[src/source/rpn_pkg.sv]
package rpn_pkg;

   // ==============================
   // Widths
   // ==============================
   localparam int SYMBOL_WIDTH = 8;
   localparam int INT_WIDTH    = 8;
   localparam int FRAC_WIDTH   = 8;                      // Two BCD digits, first one on top.
   localparam int NUMBER_WIDTH = INT_WIDTH + FRAC_WIDTH;
   localparam int ENTRY_WIDTH  = NUMBER_WIDTH + 1;       // Top bit set marks an operator entry.

   // ==============================
   // Operators and parser states
   // ==============================
   typedef enum logic [2:0] {
      op_plus,
      op_sub,
      op_mul,
      op_div,
      op_pow,
      op_lbracket,
      op_var
   } op_code_t;

   typedef enum logic [4:0] {
      st_idle,
      st_request,
      st_wait,
      st_analyse,
      st_emit_num,
      st_emit_var,
      st_plus_sub,
      st_mul_div,
      st_push,
      st_rbracket,
      st_flush,
      st_pop_emit,
      st_done
   } parser_state_t;

endpackage
[src/source/rpn_parser_top.sv]
`timescale 1ns/1ns

module rpn_parser_top
   import rpn_pkg::*;
#(
   parameter int STACK_DEPTH = 16,
   parameter int QUEUE_DEPTH = 32
) (
   input  logic                             clk,
   input  logic                             rst_n,
   input  logic                             start,
   input  logic [SYMBOL_WIDTH-1:0]          symbol,
   input  logic                             symbol_valid,
   output logic                             symbol_req,
   output logic                             done,
   output logic                             parse_error,
   input  logic [$clog2(QUEUE_DEPTH)-1:0]   rd_index,
   output logic [ENTRY_WIDTH-1:0]           rd_entry,
   output logic [$clog2(QUEUE_DEPTH+1)-1:0] entry_count
);

   logic [NUMBER_WIDTH-1:0] acc_value;
   logic                    acc_clear;
   logic                    acc_digit;
   logic                    acc_point;
   op_code_t                top_op;
   op_code_t                push_op;
   logic                    stack_empty;
   logic                    stack_full;
   logic                    push;
   logic                    pop;
   logic                    clear;          // Start of a parse empties stack and queue.
   logic                    wr_en;
   logic [ENTRY_WIDTH-1:0]  wr_entry;
   logic                    queue_full;

   parser_fsm u_fsm (
      .clk          (clk),
      .rst_n        (rst_n),
      .start        (start),
      .symbol       (symbol),
      .symbol_valid (symbol_valid),
      .acc_value    (acc_value),
      .top_op       (top_op),
      .stack_empty  (stack_empty),
      .stack_full   (stack_full),
      .queue_full   (queue_full),
      .symbol_req   (symbol_req),
      .acc_clear    (acc_clear),
      .acc_digit    (acc_digit),
      .acc_point    (acc_point),
      .push         (push),
      .pop          (pop),
      .push_op      (push_op),
      .clear        (clear),
      .wr_en        (wr_en),
      .wr_entry     (wr_entry),
      .done         (done),
      .parse_error  (parse_error)
   );

   number_accumulator u_acc (
      .clk       (clk),
      .rst_n     (rst_n),
      .acc_clear (acc_clear),
      .acc_digit (acc_digit),
      .acc_point (acc_point),
      .symbol    (symbol),
      .acc_value (acc_value)
   );

   operator_stack #(.STACK_DEPTH(STACK_DEPTH)) u_stack (
      .clk     (clk),
      .rst_n   (rst_n),
      .clear   (clear),
      .push    (push),
      .pop     (pop),
      .push_op (push_op),
      .top_op  (top_op),
      .empty   (stack_empty),
      .full    (stack_full)
   );

   rpn_queue #(.QUEUE_DEPTH(QUEUE_DEPTH)) u_queue (
      .clk      (clk),
      .rst_n    (rst_n),
      .clear    (clear),
      .wr_en    (wr_en),
      .wr_entry (wr_entry),
      .rd_index (rd_index),
      .rd_entry (rd_entry),
      .count    (entry_count),
      .full     (queue_full)
   );

endmodule

[src/source/parser_fsm.sv]
`timescale 1ns/1ns

module parser_fsm
   import rpn_pkg::*;
(
   input  logic                    clk,
   input  logic                    rst_n,
   input  logic                    start,
   input  logic [SYMBOL_WIDTH-1:0] symbol,
   input  logic                    symbol_valid,
   input  logic [NUMBER_WIDTH-1:0] acc_value,
   input  op_code_t                top_op,
   input  logic                    stack_empty,
   input  logic                    stack_full,
   input  logic                    queue_full,
   output logic                    symbol_req,
   output logic                    acc_clear,
   output logic                    acc_digit,
   output logic                    acc_point,
   output logic                    push,
   output logic                    pop,
   output op_code_t                push_op,
   output logic                    clear,
   output logic                    wr_en,
   output logic [ENTRY_WIDTH-1:0]  wr_entry,
   output logic                    done,
   output logic                    parse_error
);

   parser_state_t           state;
   parser_state_t           loop_state;    // Where a pop loop goes back to.
   parser_state_t           resume_state;  // Where to go after a push.
   logic [SYMBOL_WIDTH-1:0] sym_reg;
   op_code_t                op_reg;
   logic                    in_number;
   logic                    pending_ast;
   logic                    err_reg;
   logic                    is_digit;
   logic                    is_num_sym;
   logic                    start_ok;

   function automatic op_code_t op_of(input logic [SYMBOL_WIDTH-1:0] sym);
      case (sym)
         "+":     return op_plus;
         "-":     return op_sub;
         "/":     return op_div;
         "[":     return op_lbracket;
         default: return op_var;
      endcase
   endfunction

   function automatic logic [ENTRY_WIDTH-1:0] op_entry(input op_code_t op);
      return {1'b1, {(ENTRY_WIDTH-4){1'b0}}, op};
   endfunction

   assign is_digit   = (symbol >= "0") && (symbol <= "9");
   assign is_num_sym = is_digit || (symbol == ".");
   assign start_ok   = start && (state == st_idle || state == st_done);

   // ==============================
   // Strobes to the data modules
   // ==============================
   assign symbol_req  = (state == st_request);
   assign clear       = start_ok;
   assign acc_clear   = start_ok || (state == st_emit_num);
   assign acc_digit   = (state == st_wait) && symbol_valid && is_digit;  // Live symbol.
   assign acc_point   = (state == st_wait) && symbol_valid && (symbol == ".");
   assign push        = (state == st_push) && !stack_full;
   assign push_op     = op_reg;
   assign pop         = ((state == st_pop_emit) && !queue_full) ||
                        ((state == st_rbracket) && !stack_empty && top_op == op_lbracket);
   assign wr_en       = !queue_full && (state inside {st_emit_num, st_emit_var, st_pop_emit});
   assign done        = (state == st_done);
   assign parse_error = err_reg;

   always_comb begin
      case (state)
         st_emit_num: wr_entry = {1'b0, acc_value};
         st_emit_var: wr_entry = op_entry(op_var);
         default:     wr_entry = op_entry(top_op);
      endcase
   end

   always_ff @(posedge clk) begin
      if (state == st_wait && symbol_valid) begin
         sym_reg <= symbol;
         op_reg  <= (symbol == "*") ? op_pow : op_mul;  // Resolves a pending asterisk.
      end else if (state == st_analyse) begin
         op_reg <= op_of(sym_reg);
      end
   end

   // ==============================
   // Shunting-yard sequencing
   // ==============================
   always_ff @(posedge clk or negedge rst_n) begin
      if (!rst_n) begin
         state        <= st_idle;
         loop_state   <= st_idle;
         resume_state <= st_idle;
         in_number    <= 1'b0;
         pending_ast  <= 1'b0;
         err_reg      <= 1'b0;
      end else if (start_ok) begin
         state       <= st_request;
         in_number   <= 1'b0;
         pending_ast <= 1'b0;
         err_reg     <= 1'b0;
      end else begin
         case (state)
            st_request: state <= st_wait;
            st_wait: begin
               if (symbol_valid) begin
                  if (is_num_sym)
                     in_number <= 1'b1;
                  if (pending_ast && symbol == "*") begin
                     pending_ast  <= 1'b0;
                     resume_state <= st_request;
                     state        <= st_push;
                  end else if (pending_ast) begin
                     pending_ast  <= 1'b0;
                     resume_state <= is_num_sym ? st_request : st_analyse;
                     state        <= st_mul_div;
                  end else if (is_num_sym) begin
                     state <= st_request;
                  end else if (in_number) begin
                     state <= st_emit_num;  // Terminator is analysed after the number.
                  end else begin
                     state <= st_analyse;
                  end
               end
            end
            st_analyse: begin
               resume_state <= st_request;
               case (sym_reg)
                  8'h00:    state <= st_flush;
                  "+", "-": state <= st_plus_sub;
                  "*": begin
                     pending_ast <= 1'b1;
                     state       <= st_request;
                  end
                  "/":      state <= st_mul_div;
                  "[":      state <= st_push;
                  "]":      state <= st_rbracket;
                  "x":      state <= st_emit_var;
                  default:  state <= st_request;
               endcase
            end
            st_emit_num: begin
               in_number <= 1'b0;
               err_reg   <= queue_full;
               state     <= queue_full ? st_done : st_analyse;
            end
            st_emit_var: begin
               err_reg <= queue_full;
               state   <= queue_full ? st_done : st_request;
            end
            st_plus_sub: begin
               if (!stack_empty && top_op != op_lbracket) begin
                  loop_state <= st_plus_sub;
                  state      <= st_pop_emit;
               end else begin
                  state <= st_push;
               end
            end
            st_mul_div: begin
               if (!stack_empty && top_op inside {op_mul, op_div, op_pow}) begin
                  loop_state <= st_mul_div;
                  state      <= st_pop_emit;
               end else begin
                  state <= st_push;
               end
            end
            st_push: begin
               err_reg <= stack_full;
               state   <= stack_full ? st_done : resume_state;
            end
            st_rbracket: begin
               if (stack_empty) begin
                  err_reg <= 1'b1;  // Closing bracket without an opening one.
                  state   <= st_done;
               end else if (top_op == op_lbracket) begin
                  state <= st_request;
               end else begin
                  loop_state <= st_rbracket;
                  state      <= st_pop_emit;
               end
            end
            st_flush: begin
               if (stack_empty) begin
                  state <= st_done;
               end else if (top_op == op_lbracket) begin
                  err_reg <= 1'b1;
                  state   <= st_done;
               end else begin
                  loop_state <= st_flush;
                  state      <= st_pop_emit;
               end
            end
            st_pop_emit: begin
               err_reg <= queue_full;
               state   <= queue_full ? st_done : loop_state;
            end
            st_idle, st_done: state <= state;
            default:          state <= st_idle;
         endcase
      end
   end

endmodule

[src/source/rpn_queue.sv]
`timescale 1ns/1ns

module rpn_queue
   import rpn_pkg::*;
#(
   parameter int QUEUE_DEPTH = 32
) (
   input  logic                               clk,
   input  logic                               rst_n,
   input  logic                               clear,
   input  logic                               wr_en,
   input  logic [ENTRY_WIDTH-1:0]             wr_entry,
   input  logic [$clog2(QUEUE_DEPTH)-1:0]     rd_index,
   output logic [ENTRY_WIDTH-1:0]             rd_entry,
   output logic [$clog2(QUEUE_DEPTH+1)-1:0]   count,
   output logic                               full
);

   localparam int ADDR_W = $clog2(QUEUE_DEPTH);
   localparam int CNT_W  = $clog2(QUEUE_DEPTH + 1);

   logic [ENTRY_WIDTH-1:0] queue_mem [QUEUE_DEPTH];
   logic                   accept;

   assign full     = (count == CNT_W'(QUEUE_DEPTH));
   assign accept   = wr_en && !full && !clear;
   assign rd_entry = queue_mem[rd_index];      // Combinational read for the outside.

   // ==============================
   // Write index
   // ==============================
   always_ff @(posedge clk or negedge rst_n) begin
      if (!rst_n)
         count <= '0;
      else if (clear)
         count <= '0;
      else if (accept)
         count <= count + 1'b1;
   end

   always_ff @(posedge clk) begin
      if (accept)
         queue_mem[ADDR_W'(count)] <= wr_entry;  // Entries kept in write order.
   end

endmodule

[src/source/operator_stack.sv]
`timescale 1ns/1ns

module operator_stack
   import rpn_pkg::*;
#(
   parameter int STACK_DEPTH = 16
) (
   input  logic     clk,
   input  logic     rst_n,
   input  logic     clear,
   input  logic     push,
   input  logic     pop,
   input  op_code_t push_op,
   output op_code_t top_op,
   output logic     empty,
   output logic     full
);

   localparam int PTR_W  = $clog2(STACK_DEPTH + 1);
   localparam int ADDR_W = $clog2(STACK_DEPTH);

   op_code_t         stack_mem [STACK_DEPTH];
   logic [PTR_W-1:0] ptr;                        // Number of operators held.

   assign empty  = (ptr == '0);
   assign full   = (ptr == PTR_W'(STACK_DEPTH));
   assign top_op = stack_mem[ADDR_W'(ptr - 1'b1)];

   always_ff @(posedge clk or negedge rst_n) begin
      if (!rst_n)
         ptr <= '0;
      else if (clear)
         ptr <= '0;
      else if (push && !full)
         ptr <= ptr + 1'b1;
      else if (pop && !empty)
         ptr <= ptr - 1'b1;
   end

   always_ff @(posedge clk) begin
      if (push && !full && !clear)
         stack_mem[ADDR_W'(ptr)] <= push_op;
   end

endmodule

[src/source/number_accumulator.sv]
`timescale 1ns/1ns

module number_accumulator
   import rpn_pkg::*;
(
   input  logic                    clk,
   input  logic                    rst_n,
   input  logic                    acc_clear,
   input  logic                    acc_digit,
   input  logic                    acc_point,
   input  logic [SYMBOL_WIDTH-1:0] symbol,
   output logic [NUMBER_WIDTH-1:0] acc_value
);

   logic [INT_WIDTH-1:0]    int_part;
   logic [FRAC_WIDTH-1:0]   frac_part;
   logic                    frac_mode;
   logic [1:0]              frac_cnt;
   logic [SYMBOL_WIDTH-1:0] digit_value;

   assign digit_value = symbol - "0";  // ASCII digit to its binary value.
   assign acc_value   = {int_part, frac_part};

   always_ff @(posedge clk or negedge rst_n) begin
      if (!rst_n) begin
         frac_mode <= 1'b0;
         frac_cnt  <= 2'd0;
      end else if (acc_clear) begin
         frac_mode <= 1'b0;
         frac_cnt  <= 2'd0;
      end else begin
         if (acc_point)
            frac_mode <= 1'b1;
         if (acc_digit && frac_mode && frac_cnt != 2'd2)
            frac_cnt <= frac_cnt + 2'd1;  // Saturates after the second fraction digit.
      end
   end

   always_ff @(posedge clk) begin
      if (acc_clear) begin
         int_part  <= '0;
         frac_part <= '0;
      end else if (acc_digit && !frac_mode) begin
         int_part <= int_part * INT_WIDTH'(10) + INT_WIDTH'(digit_value);  // Wraps modulo 256.
      end else if (acc_digit && frac_cnt == 2'd0) begin
         frac_part[FRAC_WIDTH-1 -: 4] <= digit_value[3:0];
      end else if (acc_digit && frac_cnt == 2'd1) begin
         frac_part[FRAC_WIDTH/2-1 -: 4] <= digit_value[3:0];
      end
   end

endmodule

[config.mk]
export PLATFORM = sky130hd
export DESIGN_NAME = rpn_parser_top
export DESIGN_NICKNAME = d
export VERILOG_FILES = /design/src/source/rpn_pkg.sv /design/src/source/rpn_parser_top.sv /design/src/source/parser_fsm.sv /design/src/source/rpn_queue.sv /design/src/source/operator_stack.sv /design/src/source/number_accumulator.sv
export SDC_FILE = /design/constraint.sdc
export NUM_CORES = 1
export LEC_CHECK = 0
export ABC_CLOCK_PERIOD_IN_PS = 4970
export BUFFER_PORTS_ARGS = -buffer_cell sky130_fd_sc_hd__buf_2
export CORE_MARGIN = 2
export CORE_UTILIZATION = 60
export CTS_BUF_LIST = sky130_fd_sc_hd__clkbuf_16
export DETAILED_ROUTE_END_ITERATION = 10
export HOLD_SLACK_MARGIN = 0.08
export PLACE_DENSITY = 0.85
export SYNTH_ARGS = -nofsm -noshare
export SYNTH_HDL_FRONTEND = slang
export SYNTH_HIERARCHICAL = 1
export SYNTH_SLANG_ARGS = --single-unit
[constraint.sdc]
create_clock -name clk -period 4.97 [get_ports clk]
set_input_delay 0.497 -clock clk [delete_from_list [all_inputs] [get_ports clk]]
set_output_delay 0.497 -clock clk [all_outputs]
set_load 0.05 [all_outputs]
# Word-level counts from Yosys, hierarchy flattened
# Memories as Yosys holds them, arrays and structs flattened.
# Cells that the tools add are included.
dict set report word_totals {
  reg_bits 59
  ramBits 592
  n_memories 2
  out_inout_bits 26
  elab_cells 194
}
dict set report classes {
  n_bitwise 3
  mux 61
  n_lt_le_gt_ge 2
  addsub 6
  eq_ne 45
  reduce_logical 59
  n_mul 1
}
# name depth width rd rd_clocked_by_memory_dff wr line_no
set mem_list {}
lappend mem_list {u_queue.queue_mem 32 17 1 0 1 rpn_queue.sv:22} ;# logic [ENTRY_WIDTH-1:0] queue_mem [QUEUE_DEPTH];
lappend mem_list {u_stack.stack_mem 16 3 1 0 1 operator_stack.sv:22} ;# op_code_t stack_mem [STACK_DEPTH];
# operator count
set ops {}
lappend ops {{$mux 5} 21}
lappend ops {{$pmux 5 s12} 1}
lappend ops {{$eq 8x6->1 const B} 6}
lappend ops {{$pmux 17 s2} 1}
lappend ops {{$eq 5x4->1 const B} 5}
lappend ops {{$eq 8x7->1 const B} 3}
lappend ops {{$pmux 4 s6} 1}
lappend ops {{$logic_and 1x1->1} 23}
lappend ops {{$eq 5x3->1 const B} 4}
lappend ops {{$pmux 5 s4} 1}
lappend ops {{$mux 1} 16}
lappend ops {{$mux 3} 5}
lappend ops {{$reduce_bool 3->1} 5}
lappend ops {{$mux 4} 3}
lappend ops {{$mux 6} 2}
lappend ops {{$ne 2x2->1 const B} 6}
lappend ops {{$pmux 3 s4} 1}
lappend ops {{$eq 5x2->1 const B} 2}
lappend ops {{$logic_not 5->1} 2}
lappend ops {{$mux 2} 5}
lappend ops {{$pmux 5 s2} 1}
lappend ops {{$reduce_bool 2->1} 5}
lappend ops {{$ne 3x1->1 const B} 3}
lappend ops {{$ne 3x2->1 const B} 3}
lappend ops {{32 further kinds} 52}

# Longest topological paths before layout
# Gate-level depths: netlist (run 1).
dict set report logic_depth {
  ltp_word 9
  ltp_mapped 14
  ltp_nobuf 12
}

# By module
# The synthesis (run 1) kept the hierarchy.
# mod instances area_each_um2 cells_per_inst
set modules_own_cells {}
lappend modules_own_cells {rpn_queue 1 21713.3 1232}
lappend modules_own_cells {operator_stack 1 2487.4 186}
lappend modules_own_cells {parser_fsm 1 1849.3 216}
lappend modules_own_cells {number_accumulator 1 1207.4 133}

# Worst setup path after synthesis (run 1)
# OpenSTA, ideal clock, no wires.
dict set report synth_timing {
  path_kind {register -> register}
  from {reg u_stack.ptr[0]}
  to {mem u_queue/queue_mem[0][0] (netlist bit) (data pin)}
  arrival_time_ns 3.296
  path_buffers 2
  slack_ns 1.220
  required_ns 4.516
  stages_incl_launch_ff 11
  cell_sequence {dfrtp_1 -> buf_2 -> inv_1 -> ha_1 -> xor2_2 -> buf_2 -> nand2_1 -> nand3_1 -> a41o_1 -> inv_1 -> o21ai_0}
}
dict set report synth_between {
  elab_chain_len 3
}
# item line_no
set synth_rtl {}
lappend synth_rtl {{from (decl)} operator_stack.sv:23} ;# logic [PTR_W-1:0] ptr;
lappend synth_rtl {{from (signal assigned)} operator_stack.sv:35} ;# ptr <= ptr + 1'b1;
lappend synth_rtl {{from (signal assigned)} operator_stack.sv:37} ;# ptr <= ptr - 1'b1;
lappend synth_rtl {{$sub 5x1->5} operator_stack.sv:27} ;# assign top_op = stack_mem[ADDR_W'(ptr - 1'b1)];
lappend synth_rtl {{$mem_v2 16x3} -}
lappend synth_rtl {{net top_op[0]} rpn_parser_top.sv:26} ;# op_code_t top_op;
lappend synth_rtl {{$pmux 17 s2} parser_fsm.sv:77} ;# case (state)
lappend synth_rtl {{net wr_entry[0]} rpn_parser_top.sv:34} ;# logic [ENTRY_WIDTH-1:0] wr_entry;
lappend synth_rtl {{to (decl)} rpn_queue.sv:22}
# The timed path passes the listed nets, and every way through them passes these cells.

# Final worst setup path (run 1)
dict set report layout_timing {
  from {reg u_stack.ptr[1]}
  to {reg u_stack.ptr[4]}
}
dict set report layout_between {
  elab_chain_len 7
  word_cells_on_any_way 18
  cone_classes {add/sub: 2; eq/ne: 2; mux: 3; reduce/logical: 10; memory: 1}
}
# item line_no
set layout_rtl {}
lappend layout_rtl {{$sub 5x1->5} operator_stack.sv:27}
lappend layout_rtl {{$mem_v2 16x3} -}
lappend layout_rtl {{net top_op[0]} rpn_parser_top.sv:26}
lappend layout_rtl {{$eq 3x3->1} parser_fsm.sv:71} ;# ((state == st_rbracket) && !stack_empty && top_op == op_lbracket);
lappend layout_rtl {{$logic_and 1x1->1} parser_fsm.sv:71}
lappend layout_rtl {{$logic_or 1x1->1} parser_fsm.sv:70} ;# assign pop = ((state == st_pop_emit) && !queue_full) ||
lappend layout_rtl {{net pop} rpn_parser_top.sv:31} ;# logic pop;
lappend layout_rtl {{$logic_and 1x1->1} operator_stack.sv:36} ;# else if (pop && !empty)
lappend layout_rtl {{$reduce_bool 3->1 (no source line)} -}
# The timed path passes the listed nets, and every way through them passes these cells. The select of a mux whose other input is x is not followed.
# A chain may end at the register's enable or synchronous reset.

==> results.rst, run 1 <==
.. list-table::
   :header-rows: 1

   * - Metric
     - Value
   * - Share of flip-flops with an asynchronous set or reset
     - 0.04180
   * - Root Buffer
     - clkbuf_16
   * - Relative max-transition margin
     - 0.09824
   * - Placeable core region
     - roughly 45000 um2
   * - Post-Place Setup Slack
     - 1077 ps
   * - CP Data Arrival Time
     - between 4000 and 5000 ps
   * - Classification of the worst setup path
     - reg2reg
   * - Unique cell type count in the Yosys netlist
     - 91
   * - Power per unit of standard cell area
     - 446.9 nW/um2
   * - Count of standard-cell rows
     - around 80
   * - Total Negative Setup Slacks
     - 0 ps
   * - Antenna violations before repair
     - 0
   * - FF+latch count, synth
     - between 600 and 700
   * - Peak per-stage delay on the critical path
     - 680 ps
   * - Kind of start point of the critical path
     - flip-flop
   * - Average wire per standard cell
     - between 20 and 25 um
   * - Final Hold Vio Count
     - 0
   * - TritonCTS clock tree
     - built
   * - Clock slew at the register clock pins of the worst setup and hold paths
     - 60 ps
   * - Synth area leaders
     - edfxtp_1 (66%), mux2i_1 (10%), dfrtp_1 (2.5%), a22oi_1 (2.0%), nor2_1 (1.4%)
   * - Shortest clock period the worst path allows after layout
     - slightly below 4000 ps
   * - Detailed placement HPWL
     - 35.65 mm
   * - Overall Power
     - 13.48 mW
   * - Antenna violation net count after detailed routing
     - 0
   * - Reported max-cap violation count
     - 0
   * - Maximum number of pins on one net before global-route repair
     - 82
   * - Post-Route Skew
     - 52.00 ps
   * - Launch instance of the worst min-delay path
     - symbol[5]
   * - Aggregate global routing overflow
     - 0
   * - Number of nets at the end of the flow
     - 1864
   * - Clock sink count
     - 646
   * - Buffer levels on the longest clock path
     - 3
   * - Most common flop cell mapped by yosys
     - edfxtp_1
   * - Overall die width
     - approximately 220 um
   * - Result of the run
     - finished, final reports clean
   * - Number of slew-limit violations in the final report
     - 0
   * - Total number of H-tree levels
     - 2
   * - Drc violations
     - 0
   * - Worst IR Drop VDD
     - 0.4674 mV
   * - WHS
     - 109.8 ps
   * - Leading cell type in the layout, fill and taps excluded
     - edfxtp_1
   * - Yosys top cell area share
     - 0.6643
   * - Post-synthesis net count
     - 1812
   * - Area delta synth->final
     - 10.64%
   * - Number of detailed-route iterations in the first pass
     - 6
   * - Avg Cell Area, Syn
     - 15.43 um2
   * - Synth warnings
     - 6
   * - Via Count
     - 16.03k
   * - Crit path setup slack, layout
     - 1029 ps
   * - Total of endpoints with negative setup slack in the final report
     - 0
   * - Post-synthesis cell area
     - 27260 um2
   * - Part of the Yosys area used for sequential elements
     - 0.7008
   * - Count of input and output buffers
     - between 40 and 50
   * - Max reg flops
     - 544
   * - Startpoint of the worst setup timing path
     - u_stack/ptr[1]
   * - R2R Path Start
     - u_stack/ptr[1]
   * - Share of the core filled with cells in the final layout
     - 0.6688
   * - Commonest non-fill, non-tap cells in the layout
     - edfxtp_1 (603), mux2i_1 (284), nand2_1 (94)
   * - Via count of the first global-routing pass
     - ~16k
   * - Largest regs
     - u_queue/queue_mem: 544 flops, u_stack/stack_mem: 48 flops
   * - Worst-Margin Slew
     - approximately 1400 ps
   * - Fraction of layout cells with a size suffix above 1
     - 0.1219
   * - Initial core utilization
     - 0.6045
   * - F_max
     - 0.2537 GHz
   * - Total track usage
     - 0.2630
   * - Slowest cell on crit path
     - xnor2_1
   * - Top cell type by total area after synthesis
     - edfxtp_1
   * - Cell leakage power
     - 10.13 nW
   * - Worst path cell trace
     - inv_1, ha_1, xnor2_1, nand2_1, a32oi_1, a41o_1, nand4bb_1, mux2_2, nor3_1, nand2_1, mux2_2, a2111oi_2
   * - Wire length of the first global-routing pass
     - 94.15 mm
   * - Type of element capturing the critical path
     - flip-flop
   * - Initial drt markers
     - 2084
   * - Last weighted congestion value of the routability-driven placer
     - 0.8599
   * - Largest reg by FF count
     - u_queue/queue_mem
   * - Maximum fanout along the worst path
     - 11
   * - Critical Path RT
     - 5460 ps
   * - Via-per-instance ratio
     - around 6.5
   * - Worst-skew pair later-pin latency
     - 660 ps
   * - Num ports
     - 43
   * - Number of hold buffers added after CTS
     - 1
   * - Clock buffer count from CTS
     - 60
   * - Number of resized instances in the post-cts repair step
     - 0
   * - Height of the die
     - 217.1 um
   * - HP Class
     - in2reg
   * - Post-synthesis instance total
     - 1767
   * - Die ar.
     - 47150 um2
   * - Number of flops mapped to enable cells by yosys
     - 603
   * - RSZ-0062 raised after global routing
     - false
   * - Wirelength, routed
     - 61.61 mm
   * - Final critical-path share of the clock period
     - 0.7930
   * - FILL cells
     - about 2.9k
   * - Post-CTS setup buffers
     - 0
-- worst paths after layout --
| kind | end | slack (ps) | depth (start not counted) |
|---|---|---|---|
| worst max-delay path | u_stack/ptr[4] | 1030 | 12 |
| worst min-delay path | u_fsm/sym_reg[5] | 110 | 1 |
| worst max register to register | u_stack/ptr[4] | 1030 | 12 |
| worst min register to register | u_acc/frac_part[4] | 480 | 2 |
| max in group asynchronous | u_stack/ptr[4] | 4060 | 2 |
| min in group asynchronous | u_acc/frac_mode | 430 | 2 |
-- cells by family after synthesis --
| family | count (synthesis) | synth area share |
|---|---|---|
| buffers and inverters | 129 | 0.02672 |
| multiplexers | 295 | 0.1113 |
| XOR/XNOR | 18 | 0.006564 |
| adder cells (fa/ha/maj) | 28 | 0.01340 |
| AO/OA/AOI/OAI | 260 | 0.06803 |
| flip-flops | 646 | 0.7008 |
| AND/OR/NAND/NOR | 391 | 0.07312 |
-- stage by stage --
stage / cell area, um2 / std cells
final: 30160 / 2472
after global routing: 30150 / 2471
after CTS: 30150 / 2471
after detailed placement: 28080 / 2356
after global placement: 28080 / 2356
after floorplan: 27260 / 1767
-- final cells by class --
class                   count  area (um2)  share of cell area
well taps                 600       750.7             0.02489
clock inverters            54       563.0             0.01867
flip-flops and latches    646       19100              0.6335
multi-input cells         992        7485              0.2482
inverters                  30       112.6            0.003734
repair buffers             89       638.1             0.02116
diodes                      1       2.502          0.00008298
clock buffers              60        1501             0.04979
-- synthesized netlist by cell type, drive strengths merged (19+ instances only) --
cell    instances
o21ai          20
mux2i         284
buf            73
nand3          50
a21oi          64
inv            30
dfrtp          27
nor3           41
clkbuf         26
nor2          100
a22o           34
nand2          98
a31oi          22
a22oi          71
ha             26
nand4          19
edfxtp        603
-- critical path: cells and delay by family (launching register included) --
family                   cells  cell delay [ps]
multiplexers                 2              610
adder cells (fa/ha/maj)      1              280
buffers and inverters        1              120
flip-flops                   1              460
XOR/XNOR                     1              680
AO/OA/AOI/OAI                3              850
AND/OR/NAND/NOR              4              810
-- report_power, final --
group | internal (mW) | leakage, nW | switching, mW | total [mW]
clock network | 2.73 | 1.07 | 2.01 | 4.74
registers | 6.44 | 5.22 | 0.167 | 6.61
logic | 0.672 | 3.84 | 1.46 | 2.13
total | 9.84 | 10.1 | 3.64 | 13.5
-- metal layers --
metal / GRT usage / part of all wire
met3: 0.05227 / 0.095
met1: 0.3470 / 0.38
met4: 0.1084 / 0.038
met2: 0.4315 / 0.49
met5: 0 / 0
(Power assumes the default switching activity.)
==> run 2, diff against run 1 <==
--- a/config.mk
+++ b/config.mk
@@ -5,7 +5,7 @@
 export SDC_FILE = /design/constraint.sdc
 export NUM_CORES = 1
 export LEC_CHECK = 0
-export ABC_CLOCK_PERIOD_IN_PS = 4970
+export ABC_CLOCK_PERIOD_IN_PS = 3900
 export BUFFER_PORTS_ARGS = -buffer_cell sky130_fd_sc_hd__buf_2
 export CORE_MARGIN = 2
 export CORE_UTILIZATION = 60
==> constraint.sdc (replaced) <==
create_clock -name clk -period 3.9 [get_ports clk]
set_input_delay 0.39 -clock clk [delete_from_list [all_inputs] [get_ports clk]]
set_output_delay 0.39 -clock clk [all_outputs]
set_load 0.05 [all_outputs]
==> run 2 against run 1 <==
Net effect: core utilization rose by 0.75 points; cell area is 1.1% higher; routed wire length increased by 2.1%; first-iteration DRC count decreased by 9.5%; sequential share of layout area fell by 0.70 points; clock skew fell by 2.1 ps; fmax rose by 10%; non-clock buffer count is 47 higher; highest routed layer unchanged.
==> results.rst, run 2 (same netlist as run 1, synthesis figures left out) <==
.. list-table::
   :header-rows: 1

   * - Metric
     - Value
   * - Result of the run
     - finished, final reports clean (unchanged)
   * - WHS
     - 202.2 ps (was 109.8 ps)
   * - Count of standard-cell rows
     - 78 (unchanged)
   * - Power per unit of standard cell area
     - 562.1 nW/um2 (was 446.9 nW/um2)
   * - Overall Power
     - 17.14 mW (was 13.48 mW)
   * - Die ar.
     - 47150 um2 (unchanged)
   * - Num ports
     - 43 (unchanged)
   * - Clock slew at the register clock pins of the worst setup and hold paths
     - 60 ps (about the same)
   * - Worst IR Drop VDD
     - 0.6012 mV (was 0.4674 mV)
   * - Largest regs
     - u_queue/queue_mem: 544 flops, u_stack/stack_mem: 48 flops (unchanged)
   * - Total of endpoints with negative setup slack in the final report
     - 0 (unchanged)
   * - Sequential share of power
     - 0.489 (was 0.490)
   * - Final design instance area without fill
     - 30490 um2 (was 30160 um2)
   * - RSZ-0062 raised after global routing
     - false (unchanged)
   * - Commonest non-fill, non-tap cells in the layout
     - edfxtp_1 (603), mux2i_1 (284), nand2_1 (94) (unchanged)
   * - Kind of start point of the critical path
     - flip-flop (unchanged)
   * - Number of nets at the end of the flow
     - 1911 (was 1864)
   * - Reported max-cap violation count
     - 0 (unchanged)
   * - Final Hold Vio Count
     - 0 (unchanged)
   * - Total Negative Setup Slacks
     - 0 ps (unchanged)
   * - Post-Route Skew
     - 49.89 ps (was 52.00 ps)
   * - Maximum number of pins on one net before global-route repair
     - 58 (was 82)
   * - Share of the core filled with cells in the final layout
     - 0.6763 (was 0.6688)
   * - Initial drt markers
     - 1885 (was 2084)
   * - Count of input and output buffers
     - 42 (unchanged)
   * - Length in cells of the worst reg-to-reg path
     - 13 (was 12)
   * - Non-filler instance count after layout
     - 2515 (was 2472)
   * - Slowest cell on crit path
     - dfrtp_1 (was xnor2_1)
   * - Max reg flops
     - 544 (unchanged)
   * - Largest reg by FF count
     - u_queue/queue_mem (unchanged)
   * - Minimum setup slack among reg-to-reg paths
     - 320 ps (was 1030 ps)
   * - R2R Path Start
     - u_stack/ptr[0] (was u_stack/ptr[1])
   * - Type of element capturing the critical path
     - flip-flop (unchanged)
   * - Launch instance of the worst min-delay path
     - start (was symbol[5])
   * - Drc violations
     - 0 (unchanged)
   * - Number of slew-limit violations in the final report
     - 0 (unchanged)
   * - Share of power burned in combinational logic
     - 0.169 (was 0.158)
   * - Worst-skew pair later-pin latency
     - 650 ps (was 660 ps)
   * - Via-per-instance ratio
     - 6.450 (was 6.483)
   * - Hold path endpoint
     - u_fsm/state[0] (was u_fsm/sym_reg[5])
   * - Relative max-transition margin
     - 0.2924 (was 0.09824)
   * - Antenna violation net count after detailed routing
     - 0 (unchanged)
   * - Root Buffer
     - clkbuf_16 (unchanged)
   * - Via count of the first global-routing pass
     - 16.35k (was 16.24k)
   * - Buffer levels on the longest clock path
     - 3 (unchanged)
   * - Cell depth of the worst min-delay path
     - 3 (was 1)
   * - Critical Path RT
     - 4420 ps (was 5460 ps)
   * - Fraction of layout cells with a size suffix above 1
     - 0.1432 (was 0.1219)
   * - CP Data Arrival Time
     - 4100 ps (was 4440 ps)
   * - Reported net switching power
     - 4.704 mW (was 3.638 mW)
   * - Placed cell count
     - 2392 (was 2356)
   * - Placeable core region
     - 45090 um2 (unchanged)
   * - Cell leakage power
     - 10.32 nW (was 10.13 nW)
   * - Area delta synth->final
     - 11.87% (was 10.64%)
   * - Crit path setup slack, layout
     - 316.7 ps (was 1029 ps)
   * - Clock sink count
     - 646 (unchanged)
   * - Cell area reported after detailed placement
     - 28360 um2 (was 28080 um2)
   * - Post-Place Setup Slack
     - -46.64 ps (was 1077 ps)
   * - Clock buffer count from CTS
     - 60 (unchanged)
   * - HP Class
     - in2reg (unchanged)
   * - TritonCTS clock tree
     - built (unchanged)
   * - Shortest clock period the worst path allows after layout
     - 3583 ps (was 3941 ps)
   * - Leading cell type in the layout, fill and taps excluded
     - edfxtp_1 (unchanged)
   * - Antenna violations before repair
     - 0 (unchanged)
   * - Destination of the worst register-to-register timing path
     - u_stack/ptr[4] (unchanged)
   * - Height of the die
     - 217.1 um (unchanged)
   * - Int Power
     - 12.44 mW (was 9.840 mW)
   * - Most used cell, CP
     - mux2_2
   * - Total number of H-tree levels
     - 2 (unchanged)
   * - Last weighted congestion value of the routability-driven placer
     - 0.8992 (was 0.8599)
   * - Number of detailed-route iterations in the first pass
     - 6 (unchanged)
   * - Overall die width
     - 217.1 um (unchanged)
   * - Net switching fraction of the power
     - 0.2744 (was 0.2699)
   * - F_max
     - 0.2791 GHz (was 0.2537 GHz)
   * - Classification of the worst setup path
     - reg2reg (unchanged)
   * - Clk network pwr share
     - 0.342 (was 0.352)
   * - Detailed placement HPWL
     - 36.92 mm (was 35.65 mm)
   * - Average wire per standard cell
     - 25.00 um (was 24.92 um)
   * - Worst-Margin Slew
     - 1060 ps (was 1353 ps)
   * - Via Count
     - 16.22k (was 16.03k)
   * - Final critical-path share of the clock period
     - 0.9188 (was 0.7930)
   * - Wire length of the first global-routing pass
     - 94.99 mm (was 94.15 mm)
   * - Wirelength, routed
     - 62.88 mm (was 61.61 mm)
   * - Initial core utilization
     - 0.6045 (unchanged)
   * - Total track usage
     - 0.2672 (was 0.2630)
   * - Aggregate global routing overflow
     - 0 (unchanged)
   * - Peak per-stage delay on the critical path
     - 380 ps (was 680 ps)
   * - Maximum fanout along the worst path
     - 7 (was 11)
   * - Worst path cell trace
     - inv_1, ha_2, xor2_4, buf_4, mux2i_1, a32oi_1, a41o_1, nand4bb_1, mux2_2, nor3_2, nand2_1, mux2_2, a2111oi_2 (was inv_1, ha_1, xnor2_1, nand2_1, a32oi_1, a41o_1, nand4bb_1, mux2_2, nor3_1, nand2_1, mux2_2, a2111oi_2)
==> run 2: cell types whose count changed in the layout (fill, tap and decap cells not counted), moves of 3 or more <==
cell,delta
buf_4,+38
dlygate4sd3_1,+8
clkinvlp_4,+6
inv_1,-4
bufinv_16,-3
clkinv_1,-3
==> run 2: power by group through the flow <==
stage / combinational (mW) / clock, mW / sequential [mW]
floorplan: 1.93 / 0 / 8.48
global placement: 2.64 / 0 / 8.51
detailed placement: 2.75 / 0 / 8.52
CTS: 2.79 / 5.92 / 8.38
global route: 3.09 / 6.20 / 8.40
finish: 2.89 / 5.87 / 8.38
==> run 2: critical path, delay by kind of cell (launching register included) <==
kind | cells | cell delay (ps)
multiplexers | 3 | 780
AO/OA/AOI/OAI | 3 | 710
AND/OR/NAND/NOR | 3 | 620
flip-flops | 1 | 380
buffers and inverters | 2 | 370
adder cells (fa/ha/maj) | 1 | 320
XOR/XNOR | 1 | 280
==> run 2: routing by layer <==
layer | wire length, um | share of wire | global-route usage | vias to the layer above
met4 | 2405 | 0.038 | 0.1041 | 0
met2 | 31600 | 0.50 | 0.4574 | 909
met1 | 23440 | 0.37 | 0.3412 | 8098
met3 | 5425 | 0.086 | 0.04794 | 157
li1 | - | - | - | 7058
met5 | 0 | 0 | 0 | -
==> run 2: final cells by class <==
type                       instances  area (um2)
clock inverter                    50       491.7
multi-input combinational        992        7507
fill                            2876       14600
clock buffer                      60        1501
antenna                            1       2.502
inverter                          30       112.6
tap                              600       750.7
timing repair buffer             136        1023
sequential                       646       19100
==> run 2: worst max-delay path by stage <==
stage                              start                 endpoint  slack [ps]  cells after the start
after CTS                 u_stack/ptr[0]           u_stack/ptr[4]          40                     12
after detailed placement  u_stack/ptr[0]           u_stack/ptr[4]         -50                     12
after floorplan           u_stack/ptr[0]  u_queue/queue_mem[0][0]         150                     10
after global routing      u_stack/ptr[0]           u_stack/ptr[4]          40                     13
final                     u_stack/ptr[0]           u_stack/ptr[4]         320                     13
after global placement    u_stack/ptr[0]           u_stack/ptr[4]         120                     12
==> run 2: timing repair <==
item / in CTS / in global routing
setup endpoints to repair: 1 / 4
cloned: 0 / 0
setup buffers: 0 / 3
hold buffers: 9 / 0
resized for setup: 1 / 4
hold endpoints to repair: 38 / 0
==> run 3, diff against run 2 <==
--- a/config.mk
+++ b/config.mk
@@ -8,11 +8,11 @@
 export ABC_CLOCK_PERIOD_IN_PS = 3900
 export BUFFER_PORTS_ARGS = -buffer_cell sky130_fd_sc_hd__buf_2
 export CORE_MARGIN = 2
-export CORE_UTILIZATION = 60
+export CORE_UTILIZATION = 55
 export CTS_BUF_LIST = sky130_fd_sc_hd__clkbuf_16
 export DETAILED_ROUTE_END_ITERATION = 10
 export HOLD_SLACK_MARGIN = 0.08
-export PLACE_DENSITY = 0.85
+export PLACE_DENSITY = 0.79
 export SYNTH_ARGS = -nofsm -noshare
 export SYNTH_HDL_FRONTEND = slang
 export SYNTH_HIERARCHICAL = 1
==> run 3 against run 2 <==
Net effect: critical path depth is 1 lower; non-clock buffer count is 11 higher; die area is 8.9% higher; clock skew is 21 ps lower; core utilization is 4.8 points lower; combinational power hardly changed; first-iteration DRC count is 14% lower; largest power group unchanged.
==> results.rst, run 3 (same netlist as run 1, synthesis figures left out) <==
.. list-table::
   :header-rows: 1

   * - Metric
     - Value
   * - Worst IR Drop VDD
     - 0.5155 mV (was 0.6012 mV)
   * - Cell leakage power
     - 10.43 nW (was 10.32 nW)
   * - Detailed placement HPWL
     - 37.27 mm (was 36.92 mm)
   * - Clock sink count
     - 646 (unchanged)
   * - Die ar.
     - 51360 um2 (was 47150 um2)
   * - Slowest cell on crit path
     - dfrtp_1 (unchanged)
   * - F_max
     - 0.2752 GHz (was 0.2791 GHz)
   * - Worst path cell trace
     - inv_1, ha_2, xor2_4, mux2i_1, a221oi_1, a32o_1, nand4bb_1, mux2_2, nor3_2, nand2_1, mux2_2, a2111oi_2 (was inv_1, ha_2, xor2_4, buf_4, mux2i_1, a32oi_1, a41o_1, nand4bb_1, mux2_2, nor3_2, nand2_1, mux2_2, a2111oi_2)
   * - Wirelength, routed
     - 61.03 mm (was 62.88 mm)
   * - Via-per-instance ratio
     - 6.117 (was 6.450)
   * - Final critical-path share of the clock period
     - 0.9316 (was 0.9188)
   * - Kind of start point of the critical path
     - flip-flop (unchanged)
   * - Power per unit of standard cell area
     - 561.4 nW/um2 (was 562.1 nW/um2)
   * - Length in cells of the worst reg-to-reg path
     - 12 (was 13)
   * - CP Data Arrival Time
     - 4140 ps (was 4100 ps)
   * - Overall die width
     - 226.6 um (was 217.1 um)
   * - Clock buffer count from CTS
     - 67 (was 60)
   * - Number of detailed-route iterations in the first pass
     - 6 (unchanged)
   * - Worst-Margin Slew
     - 888.8 ps (was 1060 ps)
   * - Clock slew at the register clock pins of the worst setup and hold paths
     - 60 ps (about the same)
   * - Total track usage
     - 0.2404 (was 0.2672)
   * - Via Count
     - 15.89k (was 16.22k)
   * - Diode count
     - 0 (was 1)
   * - Height of the die
     - 226.6 um (was 217.1 um)
   * - Total Negative Setup Slacks
     - 0 ps (unchanged)
   * - Leading cell type in the layout, fill and taps excluded
     - edfxtp_1 (unchanged)
   * - Antenna violations before repair
     - 0 (unchanged)
   * - Most used cell, CP
     - mux2_2 (unchanged)
   * - Total number of H-tree levels
     - 3 (was 2)
   * - Area delta synth->final
     - 12.86% (was 11.87%)
   * - Count of standard-cell rows
     - 81 (was 78)
   * - Number of slew-limit violations in the final report
     - 0 (unchanged)
   * - Aggregate global routing overflow
     - 0 (unchanged)
   * - Worst-skew pair later-pin latency
     - 630 ps (was 650 ps)
   * - Dominant delay contributor by cell family on the critical path
     - compound AO/OA/AOI/OAI gates (was multiplexers)
   * - TritonCTS clock tree
     - built (unchanged)
   * - RSZ-0062 raised after global routing
     - false (unchanged)
   * - Result of the run
     - finished, final reports clean (unchanged)
   * - Classification of the worst setup path
     - reg2reg (unchanged)
   * - Wire length of the first global-routing pass
     - 91.67 mm (was 94.99 mm)
   * - R2R Path Start
     - u_stack/ptr[1] (was u_stack/ptr[0])
   * - Initial core utilization
     - 0.5568 (was 0.6045)
   * - Minimum setup slack among reg-to-reg paths
     - 270 ps (was 320 ps)
   * - Antenna violation net count after detailed routing
     - 0 (unchanged)
   * - Critical Path RT
     - 4400 ps (was 4420 ps)
   * - Num ports
     - 43 (unchanged)
   * - Fraction of layout cells with a size suffix above 1
     - 0.1536 (was 0.1432)
   * - Peak per-stage delay on the critical path
     - 460 ps (was 380 ps)
   * - Post-Route Skew
     - 29.23 ps (was 49.89 ps)
   * - Largest reg by FF count
     - u_queue/queue_mem (unchanged)
   * - Final Hold Vio Count
     - 0 (unchanged)
   * - Maximum number of pins on one net before global-route repair
     - 62 (was 58)
   * - HP Class
     - in2reg (unchanged)
   * - Via count of the first global-routing pass
     - 15.70k (was 16.35k)
   * - Drc violations
     - 0 (unchanged)
   * - Count of input and output buffers
     - 42 (unchanged)
   * - Number of nets at the end of the flow
     - 1929 (was 1911)
   * - Commonest non-fill, non-tap cells in the layout
     - edfxtp_1 (603), mux2i_1 (284), nand2_1 (94) (unchanged)
   * - Buffering stage count on the worst path with inverters included
     - 1 (was 2)
   * - Shortest clock period the worst path allows after layout
     - 3633 ps (was 3583 ps)
   * - Non-filler instance count after layout
     - 2598 (was 2515)
   * - FILL cells
     - 3415 (was 2876)
   * - Root Buffer
     - clkbuf_16 (unchanged)
   * - Reported max-cap violation count
     - 0 (unchanged)
   * - Max reg flops
     - 544 (unchanged)
   * - Placed cell count
     - 2470 (was 2392)
   * - Maximum fanout along the worst path
     - 8 (was 7)
   * - Average wire per standard cell
     - 23.49 um (was 25.00 um)
   * - Relative max-transition margin
     - 0.4075 (was 0.2924)
   * - Placeable core region
     - 48950 um2 (was 45090 um2)
   * - Post-CTS setup buffers
     - 0 (unchanged)
   * - Launch instance of the worst min-delay path
     - start (unchanged)
   * - Total of endpoints with negative setup slack in the final report
     - 0 (unchanged)
   * - Type of element capturing the critical path
     - flip-flop (unchanged)
   * - Destination of the worst register-to-register timing path
     - u_stack/ptr[4] (unchanged)
   * - Last weighted congestion value of the routability-driven placer
     - 0.8981 (was 0.8992)
   * - Hold path endpoint
     - u_fsm/state[0] (unchanged)
   * - Largest regs
     - u_queue/queue_mem: 544 flops, u_stack/stack_mem: 48 flops (unchanged)
   * - Cell depth of the worst min-delay path
     - 3 (unchanged)
   * - Initial drt markers
     - 1622 (was 1885)
   * - Buffer levels on the longest clock path
     - 3 (unchanged)
run 3: cell types whose count changed in the layout (fill, tap and decap cells not counted), sizes merged:
cell | previous run | this run
clkinv | 18 | 29
clkbuf | 60 | 67
bufinv | 7 | 3
diode | 1 | 0
buf | 127 | 138
inv | 48 | 46
clkinvlp | 7 | 4
run 3: worst max-delay path by stage:
stage / to / slack [ps] / cells after the start / startpoint
global placement: u_stack/ptr[4] / 80 / 12 / u_stack/ptr[1]
finish: u_stack/ptr[4] / 270 / 12 / u_stack/ptr[1]
detailed placement: u_stack/ptr[4] / 40 / 12 / u_stack/ptr[1]
CTS: u_stack/ptr[4] / 70 / 12 / u_stack/ptr[1]
global route: u_stack/ptr[4] / 30 / 12 / u_stack/ptr[1]
floorplan: u_queue/queue_mem[0][0] / 150 / 10 / u_stack/ptr[0]
run 3: report_power, final:
part | total (mW) | internal (mW) | leakage (nW) | switching [mW]
clock network | 6.04 | 3.38 | 1.06 | 2.66
registers | 8.37 | 8.21 | 5.22 | 0.163
logic | 2.86 | 0.925 | 4.15 | 1.93
run 3: layer usage:
metal	wire [um]	global-route usage	vias up
li1	-	-	7098
met1	24220	0.3212	7899
met2	29680	0.3902	781
met3	5069	0.04458	113
met4	2054	0.1006	0
met5	0	0	-
run 3: timing repair:
| action | 4_1_cts | 5_1_grt |
|---|---|---|
| hold buffers | 9 | 0 |
| endpoints found under the hold margin | 36 | 0 |
| resized for setup | 1 | 2 |
| gates cloned | 0 | 0 |
| endpoints found under the setup margin | 1 | 4 |
run 3: worst reg2reg max path, cell delays in order (launching register included):
cell       delay (ps)
dfrtp_1           460
inv_1             160
ha_2              310
xor2_4            310
mux2i_1           120
a221oi_1          300
a32o_1            340
nand4bb_1         200
mux2_2            310
nor3_2            210
nand2_1           160
mux2_2            300
a2111oi_2         340
run 3: per-stage QoR:
| step | hold WS (ps) | worst slack [ps] | power [mW] | cell area, um2 | utilization |
|---|---|---|---|---|---|
| finish | 195.6 | 266.6 | 17.27 | 30760 | 0.6284 |
| global route | 229.8 | 31.45 | 17.86 | 30760 | 0.6284 |
| CTS | 150.1 | 65.86 | 17.33 | 30750 | 0.6283 |
| detailed placement | 457.0 | 35.96 | 11.32 | 28570 | 0.5836 |
| global placement | 461.6 | 79.27 | 11.24 | 28570 | 0.5836 |
| floorplan | 94.41 | 150.4 | 10.42 | 27260 | - |
run 3: area by class of cell:
| type | count | area (um2) | area share |
|---|---|---|---|
| timing repair buffer | 147 | 1119 | 0.03636 |
| clock buffer | 67 | 1677 | 0.05450 |
| multi-input combinational | 992 | 7513 | 0.2442 |
| sequential | 646 | 19100 | 0.6210 |
| clock inverter | 52 | 406.6 | 0.01322 |
| tap | 664 | 830.8 | 0.02701 |
| inverter | 30 | 112.6 | 0.003661 |
